File: src/hdl/exu_pkg.sv
package exu_pkg;

    // ==================================================
    // operation encodings
    // ==================================================

    typedef enum logic [3:0] {
        alu_add    = 4'd0,
        alu_sub    = 4'd1,
        alu_sll    = 4'd2,
        alu_slt    = 4'd3,
        alu_sltu   = 4'd4,
        alu_xor    = 4'd5,
        alu_srl    = 4'd6,
        alu_sra    = 4'd7,
        alu_or     = 4'd8,
        alu_and    = 4'd9,
        alu_pass_b = 4'd10   // lui.
    } alu_op_e;

    typedef enum logic [3:0] {
        br_none = 4'd0,
        br_beq  = 4'd1,
        br_bne  = 4'd2,
        br_blt  = 4'd3,
        br_bge  = 4'd4,
        br_bltu = 4'd5,
        br_bgeu = 4'd6,
        br_jal  = 4'd7,
        br_jalr = 4'd8
    } br_op_e;

    typedef enum logic [1:0] {
        csr_none = 2'd0,
        csr_rw   = 2'd1,
        csr_rs   = 2'd2
    } csr_op_e;

    typedef enum logic [1:0] {
        mem_none  = 2'd0,
        mem_load  = 2'd1,
        mem_store = 2'd2
    } mem_op_e;

    // ==================================================
    // stage records
    // ==================================================

    // decoded instruction from the decoder.
    typedef struct packed {
        logic [31:0] pc;
        logic [31:0] imm;
        logic [31:0] src1;
        logic [31:0] src2;
        logic [31:0] csr_data;   // csr read value, also ecall/mret target.
        alu_op_e     alu_op;
        br_op_e      br_op;
        csr_op_e     csr_op;
        mem_op_e     mem_op;
        logic        src1_is_pc;
        logic        src2_is_imm;
        logic        is_ecall;
        logic        is_mret;
        logic        is_fence_i;
        logic [4:0]  rd;
    } exu_in_t;

    // writeback and memory record for the load/store stage.
    typedef struct packed {
        logic [31:0] result;
        logic [31:0] csr_wdata;
        logic [31:0] store_data;
        logic [4:0]  rd;
        mem_op_e     mem_op;
    } exu_out_t;

    typedef struct packed {
        logic        valid;
        logic [31:0] target;
    } redirect_t;

endpackage

File: src/hdl/alu.sv
`timescale 1ns/1ps

module alu (
    input  exu_pkg::alu_op_e op,
    input  logic [31:0]      a,
    input  logic [31:0]      b,
    output logic [31:0]      y
);

    logic [4:0]  shamt;
    logic        lt_signed;
    logic        lt_unsigned;
    logic [31:0] sum;
    logic [31:0] diff;

    assign shamt       = b[4:0];   // rv32i uses the low five bits.
    assign lt_signed   = $signed(a) < $signed(b);
    assign lt_unsigned = a < b;
    assign sum         = a + b;
    assign diff        = a - b;

    always_comb begin
        y = 32'd0;
        case (op)
            exu_pkg::alu_add: begin
                y = sum;
            end
            exu_pkg::alu_sub: begin
                y = diff;
            end
            exu_pkg::alu_sll: begin
                y = a << shamt;
            end
            exu_pkg::alu_slt: begin
                y = {31'd0, lt_signed};
            end
            exu_pkg::alu_sltu: begin
                y = {31'd0, lt_unsigned};
            end
            exu_pkg::alu_xor: begin
                y = a ^ b;
            end
            exu_pkg::alu_srl: begin
                y = a >> shamt;
            end
            exu_pkg::alu_sra: begin
                y = $unsigned($signed(a) >>> shamt);   // sign fill.
            end
            exu_pkg::alu_or: begin
                y = a | b;
            end
            exu_pkg::alu_and: begin
                y = a & b;
            end
            exu_pkg::alu_pass_b: begin
                y = b;
            end
            default: begin
                y = 32'd0;
            end
        endcase
    end

endmodule

File: src/hdl/branch_unit.sv
`timescale 1ns/1ps

module branch_unit (
    input  exu_pkg::br_op_e    br_op,
    input  logic               is_ecall,
    input  logic               is_mret,
    input  logic [31:0]        pc,
    input  logic [31:0]        imm,
    input  logic [31:0]        src1,
    input  logic [31:0]        src2,
    input  logic [31:0]        csr_data,
    output exu_pkg::redirect_t redirect
);

    logic [31:0] base;
    logic [31:0] sum;
    logic        taken;

    // jalr is register relative, everything else pc relative.
    assign base = (br_op == exu_pkg::br_jalr) ? src1 : pc;
    assign sum  = base + imm;

    always_comb begin
        case (br_op)
            exu_pkg::br_beq:  taken = (src1 == src2);
            exu_pkg::br_bne:  taken = (src1 != src2);
            exu_pkg::br_blt:  taken = ($signed(src1) < $signed(src2));
            exu_pkg::br_bge:  taken = ($signed(src1) >= $signed(src2));
            exu_pkg::br_bltu: taken = (src1 < src2);
            exu_pkg::br_bgeu: taken = (src1 >= src2);
            exu_pkg::br_jal:  taken = 1'b1;
            exu_pkg::br_jalr: taken = 1'b1;
            default:          taken = 1'b0;
        endcase
    end

    always_comb begin
        redirect = '0;
        if (is_ecall || is_mret) begin
            redirect.valid  = 1'b1;
            redirect.target = csr_data;   // trap vector or mepc.
        end else if (taken) begin
            redirect.valid  = 1'b1;
            redirect.target = (br_op == exu_pkg::br_jalr) ? {sum[31:1], 1'b0} : sum;
        end
    end

endmodule

File: src/hdl/exec_top.sv
`timescale 1ns/1ps

module exec_top (
    input  logic               clk,
    input  logic               rst,
    input  logic               in_valid,
    input  exu_pkg::exu_in_t   in,
    output logic               out_valid,
    output exu_pkg::exu_out_t  out,
    output exu_pkg::redirect_t redirect,
    output logic               fence_i
);

    // execute stage, one cycle from accept to result.
    exu u_exu (
        .clk       (clk),
        .rst       (rst),
        .in_valid  (in_valid),
        .in        (in),
        .out_valid (out_valid),
        .out       (out),
        .redirect  (redirect),
        .fence_i   (fence_i)
    );

endmodule

File: src/hdl/exu.sv
`timescale 1ns/1ps

module exu (
    input  logic               clk,
    input  logic               rst,
    input  logic               in_valid,
    input  exu_pkg::exu_in_t   in,
    output logic               out_valid,
    output exu_pkg::exu_out_t  out,
    output exu_pkg::redirect_t redirect,
    output logic               fence_i
);

    // ==================================================
    // operand select and datapath
    // ==================================================

    logic [31:0]        alu_a;
    logic [31:0]        alu_b;
    logic [31:0]        alu_y;
    logic [31:0]        pc_plus4;
    logic               is_jump;
    logic [31:0]        csr_wdata;
    exu_pkg::redirect_t redirect_d;
    exu_pkg::exu_out_t  out_d;

    assign alu_a = in.src1_is_pc  ? in.pc  : in.src1;
    assign alu_b = in.src2_is_imm ? in.imm : in.src2;

    alu u_alu (
        .op (in.alu_op),
        .a  (alu_a),
        .b  (alu_b),
        .y  (alu_y)
    );

    branch_unit u_branch_unit (
        .br_op    (in.br_op),
        .is_ecall (in.is_ecall),
        .is_mret  (in.is_mret),
        .pc       (in.pc),
        .imm      (in.imm),
        .src1     (in.src1),
        .src2     (in.src2),
        .csr_data (in.csr_data),
        .redirect (redirect_d)
    );

    assign pc_plus4 = in.pc + 32'd4;   // link value.
    assign is_jump  = (in.br_op == exu_pkg::br_jal) || (in.br_op == exu_pkg::br_jalr);

    always_comb begin
        case (in.csr_op)
            exu_pkg::csr_rw: csr_wdata = in.src1;
            exu_pkg::csr_rs: csr_wdata = in.src1 | in.csr_data;
            default:         csr_wdata = 32'd0;
        endcase
    end

    assign out_d.result     = is_jump ? pc_plus4 : alu_y;
    assign out_d.csr_wdata  = csr_wdata;
    assign out_d.store_data = in.src2;
    assign out_d.rd         = in.rd;
    assign out_d.mem_op     = in.mem_op;

    // ==================================================
    // output registers
    // ==================================================

    always_ff @(posedge clk or posedge rst) begin
        if (rst) begin
            out_valid <= 1'b0;
            out       <= '0;
            redirect  <= '0;
            fence_i   <= 1'b0;
        end else begin
            out_valid <= in_valid;
            fence_i   <= in_valid & in.is_fence_i;
            redirect  <= in_valid ? redirect_d : '0;   // strobe only on accept.
            if (in_valid) begin
                out <= out_d;
            end
        end
    end

endmodule

File: config.mk
export PLATFORM = sky130hd
export DESIGN_NAME = exec_top
export DESIGN_NICKNAME = d
export VERILOG_FILES = /design/src/hdl/exu_pkg.sv /design/src/hdl/alu.sv /design/src/hdl/branch_unit.sv /design/src/hdl/exec_top.sv /design/src/hdl/exu.sv
export SDC_FILE = /design/constraint.sdc
export NUM_CORES = 1
export LEC_CHECK = 0
export BUFFER_PORTS_ARGS = -buffer_cell sky130_fd_sc_hd__buf_2
export CAP_MARGIN = 10
export CORE_ASPECT_RATIO = 2
export CORE_MARGIN = 2
export CORE_UTILIZATION = 45
export DETAILED_ROUTE_END_ITERATION = 7
export PLACE_DENSITY = 0.74
export SYNTH_ARGS = -nofsm -noshare
export SYNTH_HDL_FRONTEND = slang
export SYNTH_HIERARCHICAL = 1
export SYNTH_SLANG_ARGS = --single-unit
export TNS_END_PERCENT = 20
File: constraint.sdc
create_clock -name clk -period 11.5 [get_ports clk]
set_input_delay 0.575 -clock clk [delete_from_list [all_inputs] [get_ports clk]]
set_output_delay 0.575 -clock clk [all_outputs]
set_load 0.005 [all_outputs]
**After elaboration in Yosys (flattened, before gate mapping)**

Index checks and enable logic that the tools add are counted.

- Bits in registers: 138
- Latch bits: 0
- Bits in writable memories: 0
- Memory bits (read-only): 0
- Bits of input ports: 185
- Output and inout bits: 138
- Word-level logic and storage cells: 64
- Memories: 0

- Add/subtract/negate cells: 4
- Multiply operators: 0
- Div/mod/pow operators: 0
- $lt $le $gt $ge: 6
- Eq/ne operators: 22
- Shift-type cells: 3
- Mux-type cells: 11
- Bitwise logic cells: 5
- Reductions and logical operators: 4

Operators by type and width:

| cell | number |
|---|---|
| $pmux 32 s11 | 1 |
| $lt 32x32->1 | 4 |
| $mux 32 | 4 |
| $mux 33 | 3 |
| $add 32x32->32 | 2 |
| $ge 32x32->1 | 2 |
| $or 32x32->32 | 2 |
| $pmux 32 s2 | 1 |
| $add 32x3->32 const B | 1 |
| $and 32x32->32 | 1 |
| $eq 32x32->1 | 1 |
| $eq 4x3->1 const B | 8 |
| $ne 32x32->1 | 1 |
| $shl 32x5->32 | 1 |
| $shr 32x5->32 | 1 |
| $sshr 32x5->32 | 1 |
| $sub 32x32->32 | 1 |
| $xor 32x32->32 | 1 |
| $eq 4x2->1 const B | 4 |
| $eq 4x4->1 const B | 4 |
| $eq 4x1->1 const B | 2 |
| $pmux 1 s7 | 1 |
| $logic_not 4->1 | 1 |
| $eq 2x1->1 const B | 1 |
| other kinds (5) | 6 |

**Logic depth before layout (Yosys ltp)**

Gate-level depths: netlist of run 1.

- Depth after elaboration: 7
- Depth in mapped cells: 19

**By module**

The synthesis of run 1 kept the hierarchy.

Modules (own cells, without submodules):

| module | times used | cells each | area an instance (µm²) |
|---|---|---|---|
| alu | 1 | 1406 | 8998.6 |
| exu | 1 | 612 | 6789.0 |
| branch_unit | 1 | 449 | 3225.6 |

**Worst setup path before layout of run 1**

Ideal clock, no wire load.

- Path type: input to register
- From: input in[8] (netlist bit)
- To: register u_exu/out[99] (netlist name)
- Arrival time: 4.718 ns
- Data required time: 11.414 ns
- Setup slack: 6.696 ns
- Stages: 18
- Path buffers: 4
- Cell sequence: clkbuf_1 -> buf_1 -> mux2_2 -> inv_2 -> buf_1 -> clkbuf_1 -> ha_1 -> o21bai_1 -> a2111oi_4 -> nand3_2 -> a31o_1 -> a31oi_1 -> o21bai_1 -> a311oi_2 -> mux2_2 -> o22ai_1 -> nand3_1 -> o221ai_2

- Word-level cells in the longest chain between the ends: 4

RTL lines:

| element | line | RTL |
|---|---|---|
| from (decl) | exec_top.sv:7 | `input exu_pkg::exu_in_t in,` |
| $mux 32 * | exu.sv:28 | `assign alu_b = in.src2_is_imm ? in.imm : in.src2;` |
| net u_exu.alu_b[2] | exu.sv:19 | `logic [31:0] alu_b;` |
| $sub 32x32->32, or another cell as far along | alu.sv:20 | `assign diff = a - b;` |
| $pmux 32 s11 * | alu.sv:24 | `case (op)` |
| net u_exu.alu_y[28] | exu.sv:20 | `logic [31:0] alu_y;` |
| $mux 32 * | exu.sv:60 | `assign out_d.result = is_jump ? pc_plus4 : alu_y;` |

Mark *: on every way through the listed nets, which the timed path passes. The rest lies on a longest branch.
A chain may end at the register's enable or synchronous reset.

**Worst setup path in the final report of run 1**

- From: input in[8] (netlist bit)
- To: register u_exu/out[99] (netlist name)

- Word-level cells in the longest chain between the ends: 4

RTL lines:

| element | line |
|---|---|
| $mux 32 * | exu.sv:28 |
| net u_exu.alu_b[3] | exu.sv:19 |
| $sub 32x32->32, or another cell as far along | alu.sv:20 |
| $pmux 32 s11 * | alu.sv:24 |
| net u_exu.alu_y[28] | exu.sv:20 |
| $mux 32 * | exu.sv:60 |

Marked as above.

==> impl_metrics.py, run 1 <==
metrics = {
    "status": {
        "status": "completed",
    },
    "grt": {
        "grt_start_max_net_pins": 104,
        "grt_pass1_wl_mm": 134,
        "track_usage": 0.408,
        "grt-ovfl-total": 0,
        "antenna_found_initial": 5,
        "first_global_vias": 21000,
    },
    "clock_network": {
        "h-tree-depth": 4,
        "clock_latency_ns": 0.45,
        "clk_path_buf_depth": 2,
        "clk_pin_slew_ns": 0.07,
        "cts_repair_resize_count": 0,
        "cts_tree": "yes",
        "cts_made_buffers": 17,
        "post-cts-setup-buffer-count": 0,
        "clock-sinks": 138,
        "cts-root-buf": "clkbuf_16",
        "ctsHoldBuffers": 0,
    },
    "timing": {
        "finalHoldViolations": 0,
        "worstMarginPinSlew_ns": 1.21,
        "tns_ns": 0,
        "setup_viol": 0,
        "fin_skew_ns": 0,
        "period_minus_slack_ns": 5.43,
        "fmax_ghz": 0.184,
        "period_share": 0.472,
        "max_slew_margin": 0.194,
        "rsz0062_at_grt": "no",
        "slew_viol_final": 0,
    },
    "finish": {
        "multi_input_area_um2": 14100,
        "fin_area_um2": 21600,
        "fin_util": 0.516,
        "area_growth_syn_to_layout_pct": 13.4,
        "n_fill_cell": 4137,
        "seqCellArea_um2": 3450,
        "drive_gt1_frac": 0.228,
        "finalNetCount": 3030,
    },
    "placed_design": {
        "place_area_um2": 20900,
        "io_buffers": 322,
        "routabilityCongestion": 1.03,
        "dp.final_hpwl_mm": 73.7,
    },
    "yosys": {
        "yosysWarnings": 6,
        "synth_top_area_share": 0.182,
        "synth_top_area_cell": "dfrtp_1",
        "synth_area_um2": 19000,
        "synth.distinct_cells": 101,
        "syn-num-nets": 2821,
        "synth_edf_count": 0,
        "async_flop_share": 1.00,
        "avgSynthCellArea_um2": 7.71,
        "synth.area.top_cells": "dfrtp_1, ha_1, mux2_2",
        "synth_seq_area_share": 0.182,
        "synth-main-ff-cell": "dfrtp_1",
        "synth_cells": 2467,
        "synth-seq-cells": 138,
    },
    "floorplan": {
        "die_w_um": 149,
        "die_h_um": 295,
        "core_um2": 41800,
        "ioPinCount": 323,
        "initial_core_util": 0.455,
        "std_cell_rows": 106,
        "dieArea_um2": 44000,
    },
    "worst_setup_path": {
        "path_class": "input port to register",
        "critPathMaxFanout": 35,
        "cp-start-kind": "input port",
        "end_kind": "register",
        "required_ns": 11.87,
        "arrival_ns": 5.80,
    },
    "power": {
        "power.leakage_nw": 9.89,
        "p_per_area_nw_per_um2": 109,
        "ir_worst_vdd_v": 0.000113,
        "pwr-share-clk": 0.266,
        "power_frac_comb": 0.492,
        "switching_share": 0.438,
        "seq_power_share": 0.242,
        "internal_power_mw": 1.32,
        "finalPower_mw": 2.35,
        "p_switching_mw": 1.03,
    },
    "route": {
        "dr_wl_met3_mm": 5.71,
        "drc": 0,
        "vias": 21400,
        "postRouteAntennaNets": 0,
        "avgViaCountPerCell": 6.62,
        "dr.pass1.iters": 6,
        "top_layer_used": "met4",
        "drtIter0Drc": 1925,
        "wire_per_inst_um": 28.6,
        "wl_met2_mm": 45.6,
        "wirelength_met1_mm": 33.1,
        "wl_mm": 92.6,
    },
    "min_path": {
        "hp-class": "input port to async pin",
    },
    "flow_run": {
        "cap_violations": 0,
    },
}
-- layout by cell type (no fill, tap or decap), types with 69 or more instances in the layout --
cell	count
buf_2	321
a21oi_1	246
nand2_1	205
inv_1	195
nor2_1	193
ha_1	166
mux2_2	151
dfrtp_1	138
o21ai_0	119
nand3_1	69
-- metrics by stage --
step                instances  setup WS, ns  hold WS [ns]
finish                   3235          6.07         0.264
global route             3234          5.85         0.311
CTS                      3229          6.14         0.284
detailed placement       3197          5.71         0.490
global placement         3197          5.78         0.484
floorplan                2467          6.70         0.505
-- critical path, stage by stage --
cell,delay [ns]
buf_2,0.08
buf_4,0.42
mux2_2,0.72
inv_2,0.44
ha_1,0.55
nor3_1,0.14
a2111oi_4,0.56
nand3_2,0.19
a31o_1,0.31
a31oi_1,0.42
o21bai_1,0.31
a311oi_2,0.33
mux2_2,0.36
o22ai_1,0.14
nand3_1,0.11
o221ai_2,0.10
-- per-layer routing --
metal | global-route usage | vias up
li1 | - | 9499
met5 | 0 | -
met2 | 0.703 | 1144
met3 | 0.0450 | 377
met4 | 0.322 | 0
met1 | 0.450 | 10400
-- cells in the mapped netlist (9+ instances only) --
| cell type | n |
|---|---|
| and2_1 | 47 |
| nor2_1 | 194 |
| xor2_1 | 29 |
| ha_1 | 166 |
| mux2i_1 | 54 |
| nor3_1 | 39 |
| o21ai_0 | 119 |
| o22ai_1 | 62 |
| clkbuf_1 | 104 |
| nand3_1 | 69 |
| a22oi_1 | 15 |
| buf_2 | 30 |
| nor4_1 | 19 |
| xnor2_1 | 28 |
| mux4_2 | 19 |
| inv_1 | 196 |
| nor2b_1 | 15 |
| a211oi_1 | 26 |
| o221ai_1 | 22 |
| dfrtp_1 | 138 |
| a221oi_1 | 24 |
| o21bai_1 | 19 |
| buf_1 | 25 |
| mux2_2 | 152 |
| nand4_1 | 31 |
| a21oi_1 | 246 |
| o31ai_1 | 28 |
| a21o_1 | 36 |
| nand2b_1 | 19 |
| o21ai_1 | 19 |
| a31oi_1 | 35 |
| o21a_1 | 13 |
| or3_1 | 9 |
| and3_1 | 14 |
| o211ai_1 | 30 |
| nand2_1 | 205 |
| a221o_1 | 12 |
-- cell families after synthesis --
logic type,Yosys count,share of synthesized area
AOI/OAI and AO/OA,800,0.279
xor gates and xnor gates,57,0.0263
adders and majority gates,169,0.112
buffers and inverters,366,0.0766
DFF,138,0.182
muxes,225,0.141
and+or+nand+nor,712,0.183
-- flip-flops by register name, indices dropped and copies added, names as in the netlist --
name             cells
u_exu/out_valid      1
u_exu/redirect      33
u_exu/out          103
u_exu/fence_i        1
-- final cells by class --
cell class / count / area share
multi-input cells: 1963 / 0.656
flip-flops and latches: 138 / 0.160
clock buffers: 18 / 0.0204
diodes: 6 / 0.000697
clock inverters: 14 / 0.00964
repair buffers: 356 / 0.0869
inverters: 200 / 0.0351
well taps: 540 / 0.0313
-- path summary, 6_finish.rpt --
path | slack (ns) | from | depth (start not counted) | to
setup / recovery | 6.07 | in[8] | 16 | u_exu/out[99]
hold / removal | 0.26 | rst | 2 | u_exu/out[43]
setup reg to reg | 10.56 | u_exu/out[93] | 3 | u_exu/out[93]
hold reg to reg | 0.50 | u_exu/out[8] | 1 | u_exu/out[8]
max in group asynchronous | 9.91 | rst | 3 | u_exu/out[63]
min in group clk | 0.35 | in[4] | 2 | u_exu/out[6]
-- power by group through the flow --
stage / clock network, mW / registers [mW] / logic (mW)
after floorplan: 0 / 0.576 / 0.707
after global placement: 0 / 0.574 / 1.11
after detailed placement: 0 / 0.576 / 1.12
after CTS: 0.630 / 0.568 / 1.13
after global routing: 0.653 / 0.573 / 1.23
final: 0.626 / 0.568 / 1.16
Note: power is estimated with default switching activity, not from simulation.
==> run 2: changes to the inputs <==
--- a/config.mk
+++ b/config.mk
@@ -11,7 +11,7 @@
 export CORE_MARGIN = 2
 export CORE_UTILIZATION = 45
 export DETAILED_ROUTE_END_ITERATION = 7
-export PLACE_DENSITY = 0.74
+export PLACE_DENSITY = 0.77
 export SYNTH_ARGS = -nofsm -noshare
 export SYNTH_HDL_FRONTEND = slang
 export SYNTH_HIERARCHICAL = 1
==> constraint.sdc (replaced) <==
create_clock -name clk -period 4.5 [get_ports clk]
set_input_delay 0.225 -clock clk [delete_from_list [all_inputs] [get_ports clk]]
set_output_delay 0.225 -clock clk [all_outputs]
set_load 0.005 [all_outputs]
==> impl_metrics.py, run 2 (synthesis results as in run 1) <==
metrics = {
    "status": {
        "status": "completed",
    },
    "route": {
        "drc": 0,
        "postRouteAntennaNets": 0,
        "vias": 22100,
        "wl_mm": 94.2,
        "dr.pass1.iters": 7,
        "avgViaCountPerCell": 6.64,
        "wire_per_inst_um": 28.4,
        "drtIter0Drc": 2046,
    },
    "min_path": {
        "hp-class": "input port to register",
    },
    "timing": {
        "whs_ns": 0.0171,
        "period_share": 0.972,
        "worstMarginPinSlew_ns": 0.937,
        "period_minus_slack_ns": 4.37,
        "tns_ns": 0,
        "fmax_ghz": 0.229,
        "fin_ws_ns": 0.127,
        "max_slew_margin": 0.365,
        "fin_skew_ns": 0,
        "setup_viol": 0,
        "slew_viol_final": 0,
        "finalHoldViolations": 0,
    },
    "power": {
        "internal_power_mw": 3.34,
        "power.leakage_nw": 10.3,
        "switching_share": 0.443,
        "ir_worst_vdd_v": 0.000243,
        "seq_power_share": 0.242,
        "pwr-share-clk": 0.237,
        "power_frac_comb": 0.520,
        "p_switching_mw": 2.66,
        "p_per_area_nw_per_um2": 269,
    },
    "worst_setup_path": {
        "end_kind": "register",
        "arrival_ns": 4.68,
        "path_class": "input port to register",
        "r2r_slack_ns": 3.50,
        "critPathMaxFanout": 11,
        "required_ns": 4.81,
        "cp-start-kind": "input port",
    },
    "grt": {
        "busiest_layer": "met2",
        "antenna_found_initial": 3,
        "grt_pass1_wl_mm": 137,
        "grt_util_met2": 0.703,
        "first_global_vias": 21700,
        "met1_usage": 0.448,
        "grt_start_max_net_pins": 102,
        "grt-ovfl-total": 0,
        "use_met3": 0.0598,
        "track_usage": 0.416,
    },
    "floorplan": {
        "ioPinCount": 323,
        "std_cell_rows": 106,
        "die_w_um": 149,
        "dieArea_um2": 44000,
        "die_h_um": 295,
        "initial_core_util": 0.455,
        "core_um2": 41800,
    },
    "finish": {
        "instances_no_fill": 3324,
        "largest_register": "u_exu/out",
        "drive_gt1_frac": 0.250,
        "reg.largest.list": "u_exu/out (103), u_exu/redirect (33)",
        "layout_common_cells": "buf_2, a21oi_1, nand2_1",
        "fin_util": 0.534,
        "area_growth_syn_to_layout_pct": 17.4,
        "largest_reg_flops": 103,
        "final_common_cell": "buf_2",
        "finalNetCount": 3122,
    },
    "clock_network": {
        "clock_latency_ns": 0.45,
        "cts_made_buffers": 17,
        "clk_path_buf_depth": 2,
        "clk_pin_slew_ns": 0.06,
        "cts-root-buf": "clkbuf_16",
        "cts_tree": "yes",
        "clock-sinks": 138,
        "post-cts-setup-buffer-count": 0,
        "h-tree-depth": 4,
    },
    "placed_design": {
        "routabilityCongestion": 1.07,
        "io_buffers": 322,
        "place_ws_ns": -0.414,
        "dp.final_hpwl_mm": 75.5,
        "dp_cells": 3284,
    },
    "flow_run": {
        "cap_violations": 0,
    },
}
## run 2: worst paths after layout
path                          startpoint       endpoint  cells past startpoint
min reg2reg                u_exu/out[19]  u_exu/out[19]                      1
max reg2reg                u_exu/out[93]  u_exu/out[93]                      3
max in group asynchronous            rst  u_exu/out[27]                      4
max                                in[9]  u_exu/out[97]                     18
min                               in[10]   u_exu/out[0]                      2
min in group asynchronous            rst  u_exu/out[41]                      3
## run 2: cell type report
type / instances / area (um2)
repair buffers: 448 / 2710
well taps: 540 / 676
flip-flops and latches: 138 / 3450
clock buffers: 17 / 425
inverters: 200 / 756
diodes: 5 / 12.5
clock inverters: 13 / 145
multi-input cells: 1963 / 14100
fillers: 4059 / 19500
## run 2: layer usage
layer  vias to the layer above  part of all wire
met5                         -                 0
met4                         0              0.10
met3                       446             0.072
met2                      1352              0.48
met1                     10600              0.35
li1                       9678                 -
## run 2: repair_timing
| item | 4_1_cts | 5_1_grt |
|---|---|---|
| gates resized for setup | 0 | 1 |
| endpoints found under the hold margin | 75 | 0 |
| hold buffers | 5 | 0 |
| endpoints found under the setup margin | 0 | 1 |
## run 2: power groups by stage
stage / combinational (mW) / sequential, mW / clock (mW)
after floorplan: 1.81 / 1.47 / 0
after global placement: 2.97 / 1.46 / 0
after detailed placement: 2.99 / 1.47 / 0
after CTS: 3.01 / 1.45 / 1.44
after global routing: 3.30 / 1.46 / 1.49
final: 3.12 / 1.45 / 1.42
## run 2: worst max-delay path: stages
cell and delay, ns:
buf_2 0.20, buf_12 0.16, buf_4 0.17, buf_4 0.22, mux2_2 0.46, inv_1 0.14, ha_1 0.41, clkinv_1 0.21
a21o_1 0.20, a21oi_1 0.13, o21ai_0 0.25, a21o_1 0.25, a21oi_1 0.16, a21oi_1 0.12, a2111oi_1 0.80, nand3b_1 0.25
nand3_1 0.18, o221ai_2 0.10
## run 2: per-stage QoR
| stage | area, um2 | total power [mW] |
|---|---|---|
| after global routing | 22300 | 6.26 |
| after global placement | 21700 | 4.43 |
| after detailed placement | 21700 | 4.46 |
| final | 22300 | 5.99 |
| after CTS | 22300 | 5.90 |
| after floorplan | 19000 | 3.28 |
